==> src/streamer_pkg.sv <==
package streamer_pkg;

  // widths and depths
  localparam int unsigned DATA_W        = 32; // memory and stream word
  localparam int unsigned ADDR_W        = 16; // byte address
  localparam int unsigned LEN_W         = 16; // job length in words
  localparam int unsigned RD_FIFO_DEPTH = 4;  // keep a power of two, pointers wrap naturally
  localparam int unsigned N_LD_STREAMS  = 4;

  localparam int unsigned RD_PTR_W = $clog2(RD_FIFO_DEPTH);
  localparam int unsigned RD_CNT_W = $clog2(RD_FIFO_DEPTH + 1); // holds 0..RD_FIFO_DEPTH

  // which outgoing stream receives the loaded words
  typedef enum logic [1:0] {
    LD_FEAT     = 2'd0,
    LD_WEIGHT   = 2'd1,
    LD_NORM     = 2'd2,
    LD_STREAMIN = 2'd3
  } ld_sel_e;

  // strided run of word addresses
  typedef struct packed {
    logic [ADDR_W-1:0] base_addr;
    logic [ADDR_W-1:0] stride;    // in bytes
    logic [LEN_W-1:0]  tot_len;   // 0 behaves as 1
  } agen_cfg_t;

  typedef struct packed {
    logic      start;  // one-cycle pulse
    logic      ld_st;  // 0 load, 1 store
    ld_sel_e   ld_sel;
    agen_cfg_t cfg;
  } streamer_ctrl_t;

  typedef struct packed {
    logic busy;
    logic done;
  } streamer_flags_t;

  // memory port request, wen follows the hci convention: 1 read, 0 write
  typedef struct packed {
    logic              req;
    logic              wen;
    logic [ADDR_W-1:0] addr;
    logic [DATA_W-1:0] wdata;
  } tcdm_req_t;

  // r_valid comes exactly one cycle after a granted read
  typedef struct packed {
    logic              gnt;
    logic              r_valid;
    logic [DATA_W-1:0] r_data;
  } tcdm_rsp_t;

  // ready travels on its own wire, against the stream direction
  typedef struct packed {
    logic              valid;
    logic [DATA_W-1:0] data;
  } stream_t;

endpackage
==> src/streamer_top.sv <==
module streamer_top (
  input  logic                          clk_i,
  input  logic                          arst_n_i,
  // control
  input  streamer_pkg::streamer_ctrl_t  ctrl_i,
  output streamer_pkg::streamer_flags_t flags_o,
  // memory port
  output streamer_pkg::tcdm_req_t       tcdm_req_o,
  input  streamer_pkg::tcdm_rsp_t       tcdm_rsp_i,
  // load streams
  output streamer_pkg::stream_t         feat_o,
  input  logic                          feat_ready_i,
  output streamer_pkg::stream_t         weight_o,
  input  logic                          weight_ready_i,
  output streamer_pkg::stream_t         norm_o,
  input  logic                          norm_ready_i,
  output streamer_pkg::stream_t         streamin_o,
  input  logic                          streamin_ready_i,
  // store stream
  input  streamer_pkg::stream_t         conv_i,
  output logic                          conv_ready_o
);

  import streamer_pkg::*;

  logic              agen_start;
  agen_cfg_t         agen_cfg;
  logic              run;
  logic              ld_st;
  ld_sel_e           ld_sel;
  logic [ADDR_W-1:0] addr;
  logic              addr_valid;
  logic              addr_last;
  logic              issue;        // one per granted request
  logic              last_issued;
  logic              credit_ok;
  logic              load_idle;

  streamer_fsm i_fsm (
    .clk_i         ( clk_i       ),
    .arst_n_i      ( arst_n_i    ),
    .ctrl_i        ( ctrl_i      ),
    .last_issued_i ( last_issued ),
    .load_idle_i   ( load_idle   ),
    .agen_start_o  ( agen_start  ),
    .agen_cfg_o    ( agen_cfg    ),
    .run_o         ( run         ),
    .ld_st_o       ( ld_st       ),
    .ld_sel_o      ( ld_sel      ),
    .flags_o       ( flags_o     )
  );

  streamer_addr_gen i_addr_gen (
    .clk_i        ( clk_i      ),
    .arst_n_i     ( arst_n_i   ),
    .start_i      ( agen_start ),
    .cfg_i        ( agen_cfg   ),
    .issue_i      ( issue      ),
    .addr_o       ( addr       ),
    .addr_valid_o ( addr_valid ),
    .addr_last_o  ( addr_last  )
  );

  streamer_tcdm_port i_tcdm_port (
    .run_i         ( run          ),
    .ld_st_i       ( ld_st        ),
    .addr_i        ( addr         ),
    .addr_valid_i  ( addr_valid   ),
    .addr_last_i   ( addr_last    ),
    .credit_ok_i   ( credit_ok    ),
    .conv_i        ( conv_i       ),
    .tcdm_rsp_i    ( tcdm_rsp_i   ),
    .tcdm_req_o    ( tcdm_req_o   ),
    .conv_ready_o  ( conv_ready_o ),
    .issue_o       ( issue        ),
    .last_issued_o ( last_issued  )
  );

  streamer_load_path i_load_path (
    .clk_i            ( clk_i            ),
    .arst_n_i         ( arst_n_i         ),
    .ld_sel_i         ( ld_sel           ),
    .issue_i          ( issue            ),
    .ld_st_i          ( ld_st            ),
    .tcdm_rsp_i       ( tcdm_rsp_i       ),
    .feat_ready_i     ( feat_ready_i     ),
    .weight_ready_i   ( weight_ready_i   ),
    .norm_ready_i     ( norm_ready_i     ),
    .streamin_ready_i ( streamin_ready_i ),
    .feat_o           ( feat_o           ),
    .weight_o         ( weight_o         ),
    .norm_o           ( norm_o           ),
    .streamin_o       ( streamin_o       ),
    .credit_ok_o      ( credit_ok        ),
    .load_idle_o      ( load_idle        )
  );

endmodule

==> src/streamer_load_path.sv <==
module streamer_load_path (
  input  logic                    clk_i,
  input  logic                    arst_n_i,
  input  streamer_pkg::ld_sel_e   ld_sel_i,
  input  logic                    issue_i,
  input  logic                    ld_st_i,
  input  streamer_pkg::tcdm_rsp_t tcdm_rsp_i,
  input  logic                    feat_ready_i,
  input  logic                    weight_ready_i,
  input  logic                    norm_ready_i,
  input  logic                    streamin_ready_i,
  output streamer_pkg::stream_t   feat_o,
  output streamer_pkg::stream_t   weight_o,
  output streamer_pkg::stream_t   norm_o,
  output streamer_pkg::stream_t   streamin_o,
  output logic                    credit_ok_o,
  output logic                    load_idle_o
);

  import streamer_pkg::*;

  logic [RD_CNT_W-1:0] out_cnt_q;   // granted reads not yet answered
  logic [RD_CNT_W-1:0] fill_q;      // fifo occupancy
  logic [RD_PTR_W-1:0] wr_ptr_q;
  logic [RD_PTR_W-1:0] rd_ptr_q;
  logic [DATA_W-1:0]   fifo_q [RD_FIFO_DEPTH];
  logic [RD_CNT_W:0]   inflight;

  logic rd_issue;
  logic push;
  logic pop;
  logic head_valid;

  logic [N_LD_STREAMS-1:0] ld_ready;
  stream_t                 ld_s [N_LD_STREAMS];

  assign rd_issue   = issue_i & ~ld_st_i;
  assign push       = tcdm_rsp_i.r_valid;
  assign head_valid = (fill_q != '0);
  assign pop        = head_valid & ld_ready[ld_sel_i];

  always_ff @(posedge clk_i or negedge arst_n_i) begin
    if (!arst_n_i) begin
      out_cnt_q <= '0;
      fill_q    <= '0;
      wr_ptr_q  <= '0;
      rd_ptr_q  <= '0;
    end else begin
      case ({rd_issue, push})
        2'b10:   out_cnt_q <= out_cnt_q + 1'b1;
        2'b01:   out_cnt_q <= out_cnt_q - 1'b1;
        default: out_cnt_q <= out_cnt_q;
      endcase
      case ({push, pop})
        2'b10:   fill_q <= fill_q + 1'b1;
        2'b01:   fill_q <= fill_q - 1'b1;
        default: fill_q <= fill_q;
      endcase
      if (push) wr_ptr_q <= wr_ptr_q + 1'b1;
      if (pop)  rd_ptr_q <= rd_ptr_q + 1'b1;
    end
  end

  // credit keeps a free slot for every read in flight, so push never overflows
  always_ff @(posedge clk_i) begin
    if (push) begin
      fifo_q[wr_ptr_q] <= tcdm_rsp_i.r_data;
    end
  end

  assign inflight    = (RD_CNT_W+1)'(out_cnt_q) + (RD_CNT_W+1)'(fill_q);
  assign credit_ok_o = (inflight < (RD_CNT_W+1)'(RD_FIFO_DEPTH));
  assign load_idle_o = (out_cnt_q == '0) & (fill_q == '0);

  // demux of the fifo head, only the selected stream sees valid
  assign ld_ready = {streamin_ready_i, norm_ready_i, weight_ready_i, feat_ready_i};

  always_comb begin
    for (int i = 0; i < N_LD_STREAMS; i++) begin
      ld_s[i].valid = head_valid & (int'(ld_sel_i) == i);
      ld_s[i].data  = fifo_q[rd_ptr_q];
    end
  end

  assign feat_o     = ld_s[LD_FEAT];
  assign weight_o   = ld_s[LD_WEIGHT];
  assign norm_o     = ld_s[LD_NORM];
  assign streamin_o = ld_s[LD_STREAMIN];

endmodule

==> src/streamer_tcdm_port.sv <==
module streamer_tcdm_port (
  input  logic                            run_i,
  input  logic                            ld_st_i,
  input  logic [streamer_pkg::ADDR_W-1:0] addr_i,
  input  logic                            addr_valid_i,
  input  logic                            addr_last_i,
  input  logic                            credit_ok_i,
  input  streamer_pkg::stream_t           conv_i,
  input  streamer_pkg::tcdm_rsp_t         tcdm_rsp_i,
  output streamer_pkg::tcdm_req_t         tcdm_req_o,
  output logic                            conv_ready_o,
  output logic                            issue_o,
  output logic                            last_issued_o
);

  import streamer_pkg::*;

  logic rd_req;
  logic wr_req;
  logic req;

  // a read needs room for its response, a write needs a conv word
  assign rd_req = run_i & addr_valid_i & ~ld_st_i & credit_ok_i;
  assign wr_req = run_i & addr_valid_i & ld_st_i & conv_i.valid;
  assign req    = rd_req | wr_req;

  // inputs hold while req waits for gnt, so the request stays stable
  always_comb begin
    tcdm_req_o.req   = req;
    tcdm_req_o.wen   = ~ld_st_i;   // high for reads
    tcdm_req_o.addr  = addr_i;
    tcdm_req_o.wdata = '0;
    if (ld_st_i) begin
      tcdm_req_o.wdata = conv_i.data;
    end
  end

  // conv word is consumed by the granted write
  assign conv_ready_o = wr_req & tcdm_rsp_i.gnt;

  assign issue_o       = req & tcdm_rsp_i.gnt;
  assign last_issued_o = issue_o & addr_last_i; // closes the request phase of the job

endmodule

==> src/streamer_addr_gen.sv <==
module streamer_addr_gen (
  input  logic                            clk_i,
  input  logic                            arst_n_i,
  input  logic                            start_i,
  input  streamer_pkg::agen_cfg_t         cfg_i,
  input  logic                            issue_i,
  output logic [streamer_pkg::ADDR_W-1:0] addr_o,
  output logic                            addr_valid_o,
  output logic                            addr_last_o
);

  import streamer_pkg::*;

  logic [LEN_W-1:0]  left_q;   // words still to issue
  logic [ADDR_W-1:0] addr_q;
  logic [ADDR_W-1:0] stride_q;
  logic              step;

  assign step = issue_i & (left_q != '0);

  // word counter
  always_ff @(posedge clk_i or negedge arst_n_i) begin
    if (!arst_n_i) begin
      left_q <= '0;
    end else if (start_i) begin
      if (cfg_i.tot_len == '0) begin
        left_q <= LEN_W'(1); // zero length runs a single word
      end else begin
        left_q <= cfg_i.tot_len;
      end
    end else if (step) begin
      left_q <= left_q - 1'b1;
    end
  end

  // address accumulator
  always_ff @(posedge clk_i) begin
    if (start_i) begin
      addr_q   <= cfg_i.base_addr;
      stride_q <= cfg_i.stride;
    end else if (step) begin
      addr_q <= addr_q + stride_q; // wraps within the byte address space
    end
  end

  assign addr_o       = addr_q;
  assign addr_valid_o = (left_q != '0);
  assign addr_last_o  = (left_q == LEN_W'(1));

endmodule

==> src/streamer_fsm.sv <==
module streamer_fsm (
  input  logic                          clk_i,
  input  logic                          arst_n_i,
  input  streamer_pkg::streamer_ctrl_t  ctrl_i,
  input  logic                          last_issued_i,
  input  logic                          load_idle_i,
  output logic                          agen_start_o,
  output streamer_pkg::agen_cfg_t       agen_cfg_o,
  output logic                          run_o,
  output logic                          ld_st_o,
  output streamer_pkg::ld_sel_e         ld_sel_o,
  output streamer_pkg::streamer_flags_t flags_o
);

  import streamer_pkg::*;

  typedef enum logic [1:0] {
    IDLE,
    RUN,   // requests may issue
    DRAIN  // load only, waits for the response fifo to empty
  } state_e;

  state_e  state_q, state_d;
  logic    start_ok;
  logic    ld_st_q;
  ld_sel_e ld_sel_q;
  logic    store_done_q;

  assign start_ok = ctrl_i.start & (state_q == IDLE); // starts while busy are dropped

  always_comb begin
    state_d = state_q;
    case (state_q)
      IDLE: begin
        if (start_ok) state_d = RUN;
      end
      RUN: begin
        if (last_issued_i) state_d = ld_st_q ? IDLE : DRAIN;
      end
      DRAIN: begin
        if (load_idle_i) state_d = IDLE;
      end
      default: begin
        state_d = IDLE;
      end
    endcase
  end

  always_ff @(posedge clk_i or negedge arst_n_i) begin
    if (!arst_n_i) begin
      state_q      <= IDLE;
      ld_st_q      <= 1'b0;
      ld_sel_q     <= LD_FEAT;
      store_done_q <= 1'b0;
    end else begin
      state_q      <= state_d;
      store_done_q <= (state_q == RUN) & last_issued_i & ld_st_q;
      if (start_ok) begin
        ld_st_q  <= ctrl_i.ld_st; // job kind held for the whole job
        ld_sel_q <= ctrl_i.ld_sel;
      end
    end
  end

  // addr_gen captures the address config itself on the start pulse
  assign agen_start_o = start_ok;
  assign agen_cfg_o   = ctrl_i.cfg;

  assign run_o    = (state_q == RUN);
  assign ld_st_o  = ld_st_q;
  assign ld_sel_o = ld_sel_q;

  // load done is seen in the first cycle with the fifo empty
  assign flags_o.busy = (state_q != IDLE);
  assign flags_o.done = store_done_q | ((state_q == DRAIN) & load_idle_i);

endmodule

==> config.mk <==
export PLATFORM = sky130hd
export DESIGN_NAME = streamer_top
export DESIGN_NICKNAME = d
export VERILOG_FILES = /design/src/streamer_pkg.sv /design/src/streamer_top.sv /design/src/streamer_load_path.sv /design/src/streamer_tcdm_port.sv /design/src/streamer_addr_gen.sv /design/src/streamer_fsm.sv
export SDC_FILE = /design/constraint.sdc
export NUM_CORES = 1
export LEC_CHECK = 0
export CAP_MARGIN = 0
export CELL_PAD_IN_SITES_DETAIL_PLACEMENT = 1
export CELL_PAD_IN_SITES_GLOBAL_PLACEMENT = 1
export CORE_AREA = 5 5 148 150
export CTS_CLUSTER_DIAMETER = 100
export DETAILED_ROUTE_END_ITERATION = 10
export DIE_AREA = 0 0 153 155
export DONT_BUFFER_PORTS = 1
export PLACE_DENSITY = 0.81
export SYNTH_ARGS = -nofsm -noshare
export SYNTH_HDL_FRONTEND = slang
export SYNTH_HIERARCHICAL = 1
export SYNTH_SLANG_ARGS = --single-unit
==> constraint.sdc <==
create_clock -name clk_i -period 5.1 [get_ports clk_i]
set_clock_uncertainty 0.05 [all_clocks]
set_input_delay 0.51 -clock clk_i [delete_from_list [all_inputs] [get_ports clk_i]]
set_output_delay 0.51 -clock clk_i [all_outputs]
set_load 0.02 [all_outputs]
==> After elaboration in Yosys (flattened, before gate mapping) <==
Memories as Yosys holds them, arrays and structs flattened.
Index checks and enable logic that the tools add are counted.
{ "word_totals": {"inputBits": 125, "output_inout_bits": 185, "reg_bits": 64, "ramBits": 128, "mem_count": 1} }
{ "op_classes": {"magnitude_cmp": 2, "n_reduce_logical": 12, "eq_ne": 13, "n_addsub": 9, "n_mux": 17, "bitwise": 23} }
{ "memory_table": {"columns": ["memory", "depth", "width", "read_ports", "rd_ports_with_merged_regs", "write_ports", "line", "rtl"], "rows": [
  ["i_load_path.fifo_q", 4, 32, 1, 0, 1, "streamer_load_path.sv:26", "logic [DATA_W-1:0] fifo_q [RD_FIFO_DEPTH];"]
]} }
{ "op_table": {"columns": ["cell", "count"], "rows": [
  ["2-to-1 mux 16 bit", 5],
  ["2-to-1 mux 32 bit", 1],
  ["AND 1 bit", 20],
  ["adder 16 bit", 1],
  ["== test 16 x 1 -> 1 bit (second input constant)", 1],
  ["logical NOT 16 bit", 1],
  ["nonzero test 16 bit", 1],
  ["subtractor 16 x 1 -> 16 bit (second input constant)", 1],
  ["one-hot mux 3 bit (2 select lines)", 2],
  ["== test 2 bit (second input constant)", 5],
  ["== test 2 x 1 -> 1 bit (second input constant)", 4],
  ["2-to-1 mux 2 bit", 4],
  ["nonzero test 2 bit", 4],
  ["adder 3 x 1 -> 3 bit (second input constant)", 2],
  ["logical NOT 3 bit", 2],
  ["one-hot mux 2 bit (3 select lines)", 1],
  ["subtractor 3 x 1 -> 3 bit (second input constant)", 2],
  ["adder 2 x 1 -> 2 bit (second input constant)", 2],
  ["adder 3 x 3 -> 4 bit", 1],
  ["logical NOT 2 bit", 2],
  ["less-than comparator 4 x 3 -> 1 bit (second input constant)", 1],
  ["inequality test 2 bit (second input constant)", 2],
  ["less-than comparator 2 x 3 -> 1 bit (second input constant)", 1],
  ["2-to-1 mux 1 bit", 3],
  ["6 further kinds", 7]
]} }

==> Longest topological paths before layout <==
{ "depth": {"word_depth": 9, "depth_mapped": 12, "mapped_depth_nobuf": 11} }

==> Modules after synthesis <==
Netlist, hierarchy kept.
{ "modules_own_cells": {"columns": ["module", "area_each_um2", "cells_each", "seq_area_each_um2", "n_inst"], "rows": [
  ["streamer_load_path", 5975.7, 320, 4093.9, 1],
  ["streamer_addr_gen", 3009.1, 292, 1361.3, 1],
  ["streamer_fsm", 626.9, 68, 150.1, 1],
  ["streamer_tcdm_port", 392.9, 61, 0.0, 1]
]} }

==> Worst setup path after synthesis <==
No wires, ideal clock.
{ "synth_path": {"kind": "flip-flop to flip-flop", "from": "register i_load_path.out_cnt_q[1]", "to": "register i_load_path.out_cnt_q[2]", "n_path_buf": 0, "setup_ns": 0.125, "arrival_ns": 2.627, "period_less_slack_ns": 2.802, "stages_incl_launch_ff": 12, "required_ns": 4.925, "slack_ns": 2.298, "path_cell_list": "dfrtp_1 -> ha_1 -> and3_1 -> nor4_1 -> mux2i_1 -> nor2_1 -> nand2b_1 -> ha_1 -> fa_1 -> xnor2_1 -> nor2_1 -> xor2_1"} }
{ "synth_between": {"elab_chain_len": 8, "elab_cells_between_ends": 12, "cone_classes": "add/sub (3); order compare (1); eq/ne (2); mux (1); bitwise (4); reduce/logical (1)"} }
{ "synth_rtl": {"columns": ["item", "line", "rtl"], "rows": [
  ["start: declaration", "streamer_load_path.sv:22", "logic [RD_CNT_W-1:0] out_cnt_q;"],
  ["start signal: assignment", "streamer_load_path.sv:50", "2'b10: out_cnt_q <= out_cnt_q + 1'b1;"],
  ["start signal: assignment", "streamer_load_path.sv:51", "2'b01: out_cnt_q <= out_cnt_q - 1'b1;"],
  ["start signal: assignment", "streamer_load_path.sv:52", "default: out_cnt_q <= out_cnt_q;"],
  ["adder 3 x 3 -> 4 bit *", "streamer_load_path.sv:71", "assign inflight = (RD_CNT_W+1)'(out_cnt_q) + (RD_CNT_W+1)'(fill_q);"],
  ["less-than comparator 4 x 3 -> 1 bit *", "streamer_load_path.sv:72", "assign credit_ok_o = (inflight < (RD_CNT_W+1)'(RD_FIFO_DEPTH));"],
  ["via credit_ok", "streamer_top.sv:36", "logic credit_ok;"],
  ["AND 1 bit *", "streamer_tcdm_port.sv:23", "assign rd_req = run_i & addr_valid_i & ~ld_st_i & credit_ok_i;"],
  ["bitwise OR 1 bit *", "streamer_tcdm_port.sv:25", "assign req = rd_req | wr_req;"],
  ["AND 1 bit *", "streamer_tcdm_port.sv:41", "assign issue_o = req & tcdm_rsp_i.gnt;"],
  ["via issue", "streamer_top.sv:34", "logic issue;"],
  ["AND 1 bit *", "streamer_load_path.sv:37", "assign rd_issue = issue_i & ~ld_st_i;"],
  ["== test 2 x 1 -> 1 bit or == test 2 bit (tied branches)", "streamer_load_path.sv:49", "case ({rd_issue, push})"],
  ["one-hot mux 3 bit (2 select lines) or nonzero test 2 bit (tied branches)", null, null]
]} }
Mark *: on every way through the listed nets, which the timed path passes. The rest lies on a longest branch.
A chain may end at the register's enable or synchronous reset.

==> Final worst setup path <==
{ "layout_path": {"from": "register i_load_path.fill_q[1]", "to": "register i_load_path.out_cnt_q[2]"} }
{ "layout_between": {"elab_chain_len": 8, "elab_cells_between_ends": 10, "cone_classes": "add/sub (1); order compare (1); eq/ne (2); mux (1); bitwise (4); reduce/logical (1)"} }
{ "layout_rtl": {"columns": ["item", "line", "rtl"], "rows": [
  ["start: declaration", "streamer_load_path.sv:23", "logic [RD_CNT_W-1:0] fill_q;"],
  ["start signal: assignment", "streamer_load_path.sv:55", "2'b10: fill_q <= fill_q + 1'b1;"],
  ["start signal: assignment", "streamer_load_path.sv:56", "2'b01: fill_q <= fill_q - 1'b1;"],
  ["start signal: assignment", "streamer_load_path.sv:57", "default: fill_q <= fill_q;"],
  ["adder 3 x 3 -> 4 bit *", "streamer_load_path.sv:71", null],
  ["less-than comparator 4 x 3 -> 1 bit *", "streamer_load_path.sv:72", null],
  ["via credit_ok", "streamer_top.sv:36", null],
  ["AND 1 bit *", "streamer_tcdm_port.sv:23", null],
  ["bitwise OR 1 bit *", "streamer_tcdm_port.sv:25", null],
  ["AND 1 bit *", "streamer_tcdm_port.sv:41", null],
  ["via issue", "streamer_top.sv:34", null],
  ["AND 1 bit *", "streamer_load_path.sv:37", null],
  ["== test 2 x 1 -> 1 bit or == test 2 bit (tied branches)", "streamer_load_path.sv:49", null],
  ["one-hot mux 3 bit (2 select lines) or nonzero test 2 bit (tied branches)", null, null]
]} }
Marks and branches as above.

==> run summary <==
Status: finished clean
Global-route wire length before repair: 31.31 mm
Std cell rows: 53
H-tree levels: 4
Pin count of the biggest net entering global routing: 81
Worst setup path class: reg2reg
Highest attainable clock frequency: 0.3080 GHz
Drt wl/cell: 23.06 um
Worst setup SP type: register
Critical path data required time: 5.35 ns
Layout overhead on the synthesized area: -3.552%
Max-Slew Margin vs Limit: 39.37%
Yosys warning total: 6
Minimum hold slack: 0.1284 ns
Die Width: 153 um
Weighted congestion reported at the end of routability-driven placement: 0.8352
CTS Sinks: 192
Fraction of registers with async set or reset after synthesis: 16.67%
Detailed Place HPWL: 14.29 mm
Worst Path Arrival: 3.50 ns
Flop and latch count out of synthesis: 192
WL final: 20.02 mm
Die area: 0.02372 sq mm
Mean number of vias per cell: 5.659
Count of input and output buffers: 0
CTS tree: built
Post-synth net total: 895
Detailed Routing Iterations Pass 1: 4
I/O pins: 310
Sequential-to-total area share from yosys stat: 56.03%
Clock Tree Root: sky130_fd_sc_hd__clkbuf_16
Clock transition at the registers of the reported paths: 0.08 ns
Remaining DRCs: 0
Path type of the worst min-delay path: in2reg
Crit share post-route: 63.67%
Hold-fix buffers, CTS: 2
Maximum root-to-sink buffer count: 2
Number of distinct library cells after synthesis: 69
Via count of the routed design: 4,912
Setup repair after global routing missed its margin: false
Fin. Hold Viols: 0
CP max FO: 9
Core region area: 0.02056 sq mm
Sequential group share of total power: 38.1%
Clock power share: 20.6%
TritonCTS buffer count: 17
Insertion delay of the later-clocked pin in the worst-skew pair: 0.42 ns
Number of enable-type register cells in the synthesized netlist: 160
Relative contribution of combinational cells to total power: 41.3%
Floorplan die height: 155 um
Number of design-rule violations left by the first detailed-router iteration: 241
Transition time at the pin with the least slew margin: 0.9094 ns
Antenna diodes: 0
Post-CTS setup buffer count: 0
PD cells: 647.1 mW/mm^2
Net switching power of the design: 2808 uW
Total Negative Setup Slacks: 0 ns
Setup violation total in the final timing report: 0
Min cycle time layout: 3.247 ns
Number of antenna violations at the first check in global routing: 0
Starting utilization of the core area: 48.67%
Internal power: 3436 uW
Synthesized area: 0.01000 sq mm
Overall global routing resource usage: 16.76%
Share of layout cells above drive strength 1: 17.54%
Switching Share: 44.97%
Global route total overflow: 0
Number of pins with negative max-slew slack in the final report: 0
Mean area per synthesized cell: 13.50 sq um
Top_reg_cell synth: sky130_fd_sc_hd__edfxtp_1
Via count of the first global-routing pass: 5,514
Number of nets in the layout: 734
MaxCap Viol Count: 0
Synthesized netlist cell count: 741
Post-cts resize count: 0
Kind of end point of the critical path: register
Leakage power: 0.003306 uW
Maximum vdd ir drop: 0.0002084 V
Remaining number of nets flagged by the antenna check after routing: 0
==> cell usage in the layout, fill, tap and decap left out, types with 10 or more instances in the layout <==
| cell type | synthesis | routed |
|---|---|---|
| sky130_fd_sc_hd__edfxtp_1 | 160 | 160 |
| sky130_fd_sc_hd__nand2_1 | 39 | 39 |
| sky130_fd_sc_hd__and2_1 | 39 | 35 |
| sky130_fd_sc_hd__mux4_2 | 33 | 33 |
| sky130_fd_sc_hd__dfrtp_1 | 32 | 31 |
| sky130_fd_sc_hd__nor2_1 | 27 | 27 |
| sky130_fd_sc_hd__ha_1 | 26 | 26 |
| sky130_fd_sc_hd__xor2_1 | 21 | 21 |
| sky130_fd_sc_hd__o21ai_0 | 19 | 19 |
| sky130_fd_sc_hd__clkbuf_16 | 0 | 17 |
| sky130_fd_sc_hd__a21oi_1 | 16 | 16 |
| sky130_fd_sc_hd__inv_1 | 13 | 13 |
| sky130_fd_sc_hd__nand4_1 | 13 | 13 |
| sky130_fd_sc_hd__xnor2_1 | 11 | 11 |
| sky130_fd_sc_hd__o21ai_1 | 10 | 10 |
| sky130_fd_sc_hd__nand3_1 | 10 | 10 |
==> layer usage <==
| layer | vias up | global-route usage [%] | share of wire, % |
|---|---|---|---|
| met2 | 182 | 30.77 | 54 |
| met1 | 2481 | 19.18 | 39 |
| met4 | 0 | 4.243 | 0.97 |
| met5 | - | 0 | 0 |
| li1 | 2232 | - | - |
| met3 | 17 | 5.090 | 6.4 |
==> stage by stage <==
stage	power [uW]	instance area (sq um)	cells	setup slack, ns	utilization, %
2_1_floorplan	5351	10000	741	2.298	-
3_3_place_gp	4923	9039	834	1.971	43.97
3_5_place_dp	5025	9039	834	1.833	43.97
4_1_cts	6344	9649	868	1.829	46.94
5_1_grt	6608	9649	868	1.562	46.94
6_report	6244	9649	868	1.853	46.94
==> worst paths after layout <==
check | startpoint | cells past startpoint | slack [ns] | end
max | i_load_path/fill_q[1] | 11 | 1.85 | i_load_path/out_cnt_q[2]
min in group asynchronous | arst_n_i | 2 | 0.50 | i_addr_gen/left_q[7]
min | ctrl_i[22] | 0 | 0.13 | i_addr_gen/stride_q[6]
max in group asynchronous | arst_n_i | 2 | 4.31 | i_load_path/rd_ptr_q[0]
min reg2reg | i_load_path/out_cnt_q[2] | 1 | 0.47 | i_load_path/out_cnt_q[2]
max reg2reg | i_load_path/fill_q[1] | 11 | 1.85 | i_load_path/out_cnt_q[2]
==> worst max-delay path: stages, from the launching register on <==
cell	delay, ns
sky130_fd_sc_hd__dfrtp_1	0.44
sky130_fd_sc_hd__ha_1	0.28
sky130_fd_sc_hd__and3_1	0.18
sky130_fd_sc_hd__nor4_1	0.19
sky130_fd_sc_hd__mux2i_1	0.18
sky130_fd_sc_hd__nor2_1	0.61
sky130_fd_sc_hd__nand2b_1	0.12
sky130_fd_sc_hd__ha_1	0.25
sky130_fd_sc_hd__fa_1	0.44
sky130_fd_sc_hd__xnor2_1	0.19
sky130_fd_sc_hd__nor2_1	0.07
sky130_fd_sc_hd__xor2_1	0.14
==> kinds of logic after synthesis <==
logic type,share of synthesized area [%]
simple gates,9.505
xor+xnor,2.801
compound gates,5.478
fa+ha+maj,3.852
buf+inv,13.87
mux,8.467
flops,56.03
==> cell type report <==
class,instances,area [sq um]
clock buffers,17,425.4
clock inverters,15,155.1
fillers,2058,10910
inverters,13,48.80
multi-input cells,351,3017
flip-flops and latches,192,5607
well taps,275,344.1
repair buffers,5,52.55
==> state kept, by name, summed over array words and instances (netlist names) <==
signal	count
i_addr_gen/addr_o	16
i_addr_gen/left_q	16
i_addr_gen/stride_q	16
i_fsm/ld_sel_o	2
i_fsm/ld_st_o	1
i_fsm/state_q	2
i_fsm/store_done_q	1
i_load_path/fifo_q	128
i_load_path/fill_q	3
i_load_path/out_cnt_q	3
i_load_path/rd_ptr_q	2
i_load_path/wr_ptr_q	2
==> power by group through the flow <==
stage | registers, uW | clock network (uW) | logic, uW
global placement | 2380 | 0 | 2540
floorplan | 2270 | 0 | 3080
global route | 2420 | 1410 | 2780
detailed placement | 2420 | 0 | 2610
finish | 2380 | 1290 | 2580
CTS | 2390 | 1340 | 2620
==> synth_stat cells, types with 4 or more instances <==
master / n / share of area (%)
sky130_fd_sc_hd__a211oi_1: 4 / 0.30
sky130_fd_sc_hd__a21oi_1: 16 / 0.80
sky130_fd_sc_hd__and2_1: 39 / 2.4
sky130_fd_sc_hd__buf_2: 6 / 0.30
sky130_fd_sc_hd__buf_4: 165 / 12
sky130_fd_sc_hd__clkbuf_1: 10 / 0.38
sky130_fd_sc_hd__dfrtp_1: 32 / 8.0
sky130_fd_sc_hd__edfxtp_1: 160 / 48
sky130_fd_sc_hd__ha_1: 26 / 3.3
sky130_fd_sc_hd__inv_1: 13 / 0.49
sky130_fd_sc_hd__mux2_2: 7 / 0.79
sky130_fd_sc_hd__mux4_2: 33 / 7.4
sky130_fd_sc_hd__nand2_1: 39 / 1.5
sky130_fd_sc_hd__nand3_1: 10 / 0.50
sky130_fd_sc_hd__nand4_1: 13 / 0.81
sky130_fd_sc_hd__nor2_1: 27 / 1.0
sky130_fd_sc_hd__nor3b_1: 4 / 0.30
sky130_fd_sc_hd__nor4_1: 7 / 0.44
sky130_fd_sc_hd__o211ai_2: 4 / 0.50
sky130_fd_sc_hd__o21ai_0: 19 / 0.95
sky130_fd_sc_hd__o21ai_1: 10 / 0.50
sky130_fd_sc_hd__xnor2_1: 11 / 0.96
sky130_fd_sc_hd__xor2_1: 21 / 1.8
Power figures use the tool's default switching activity.
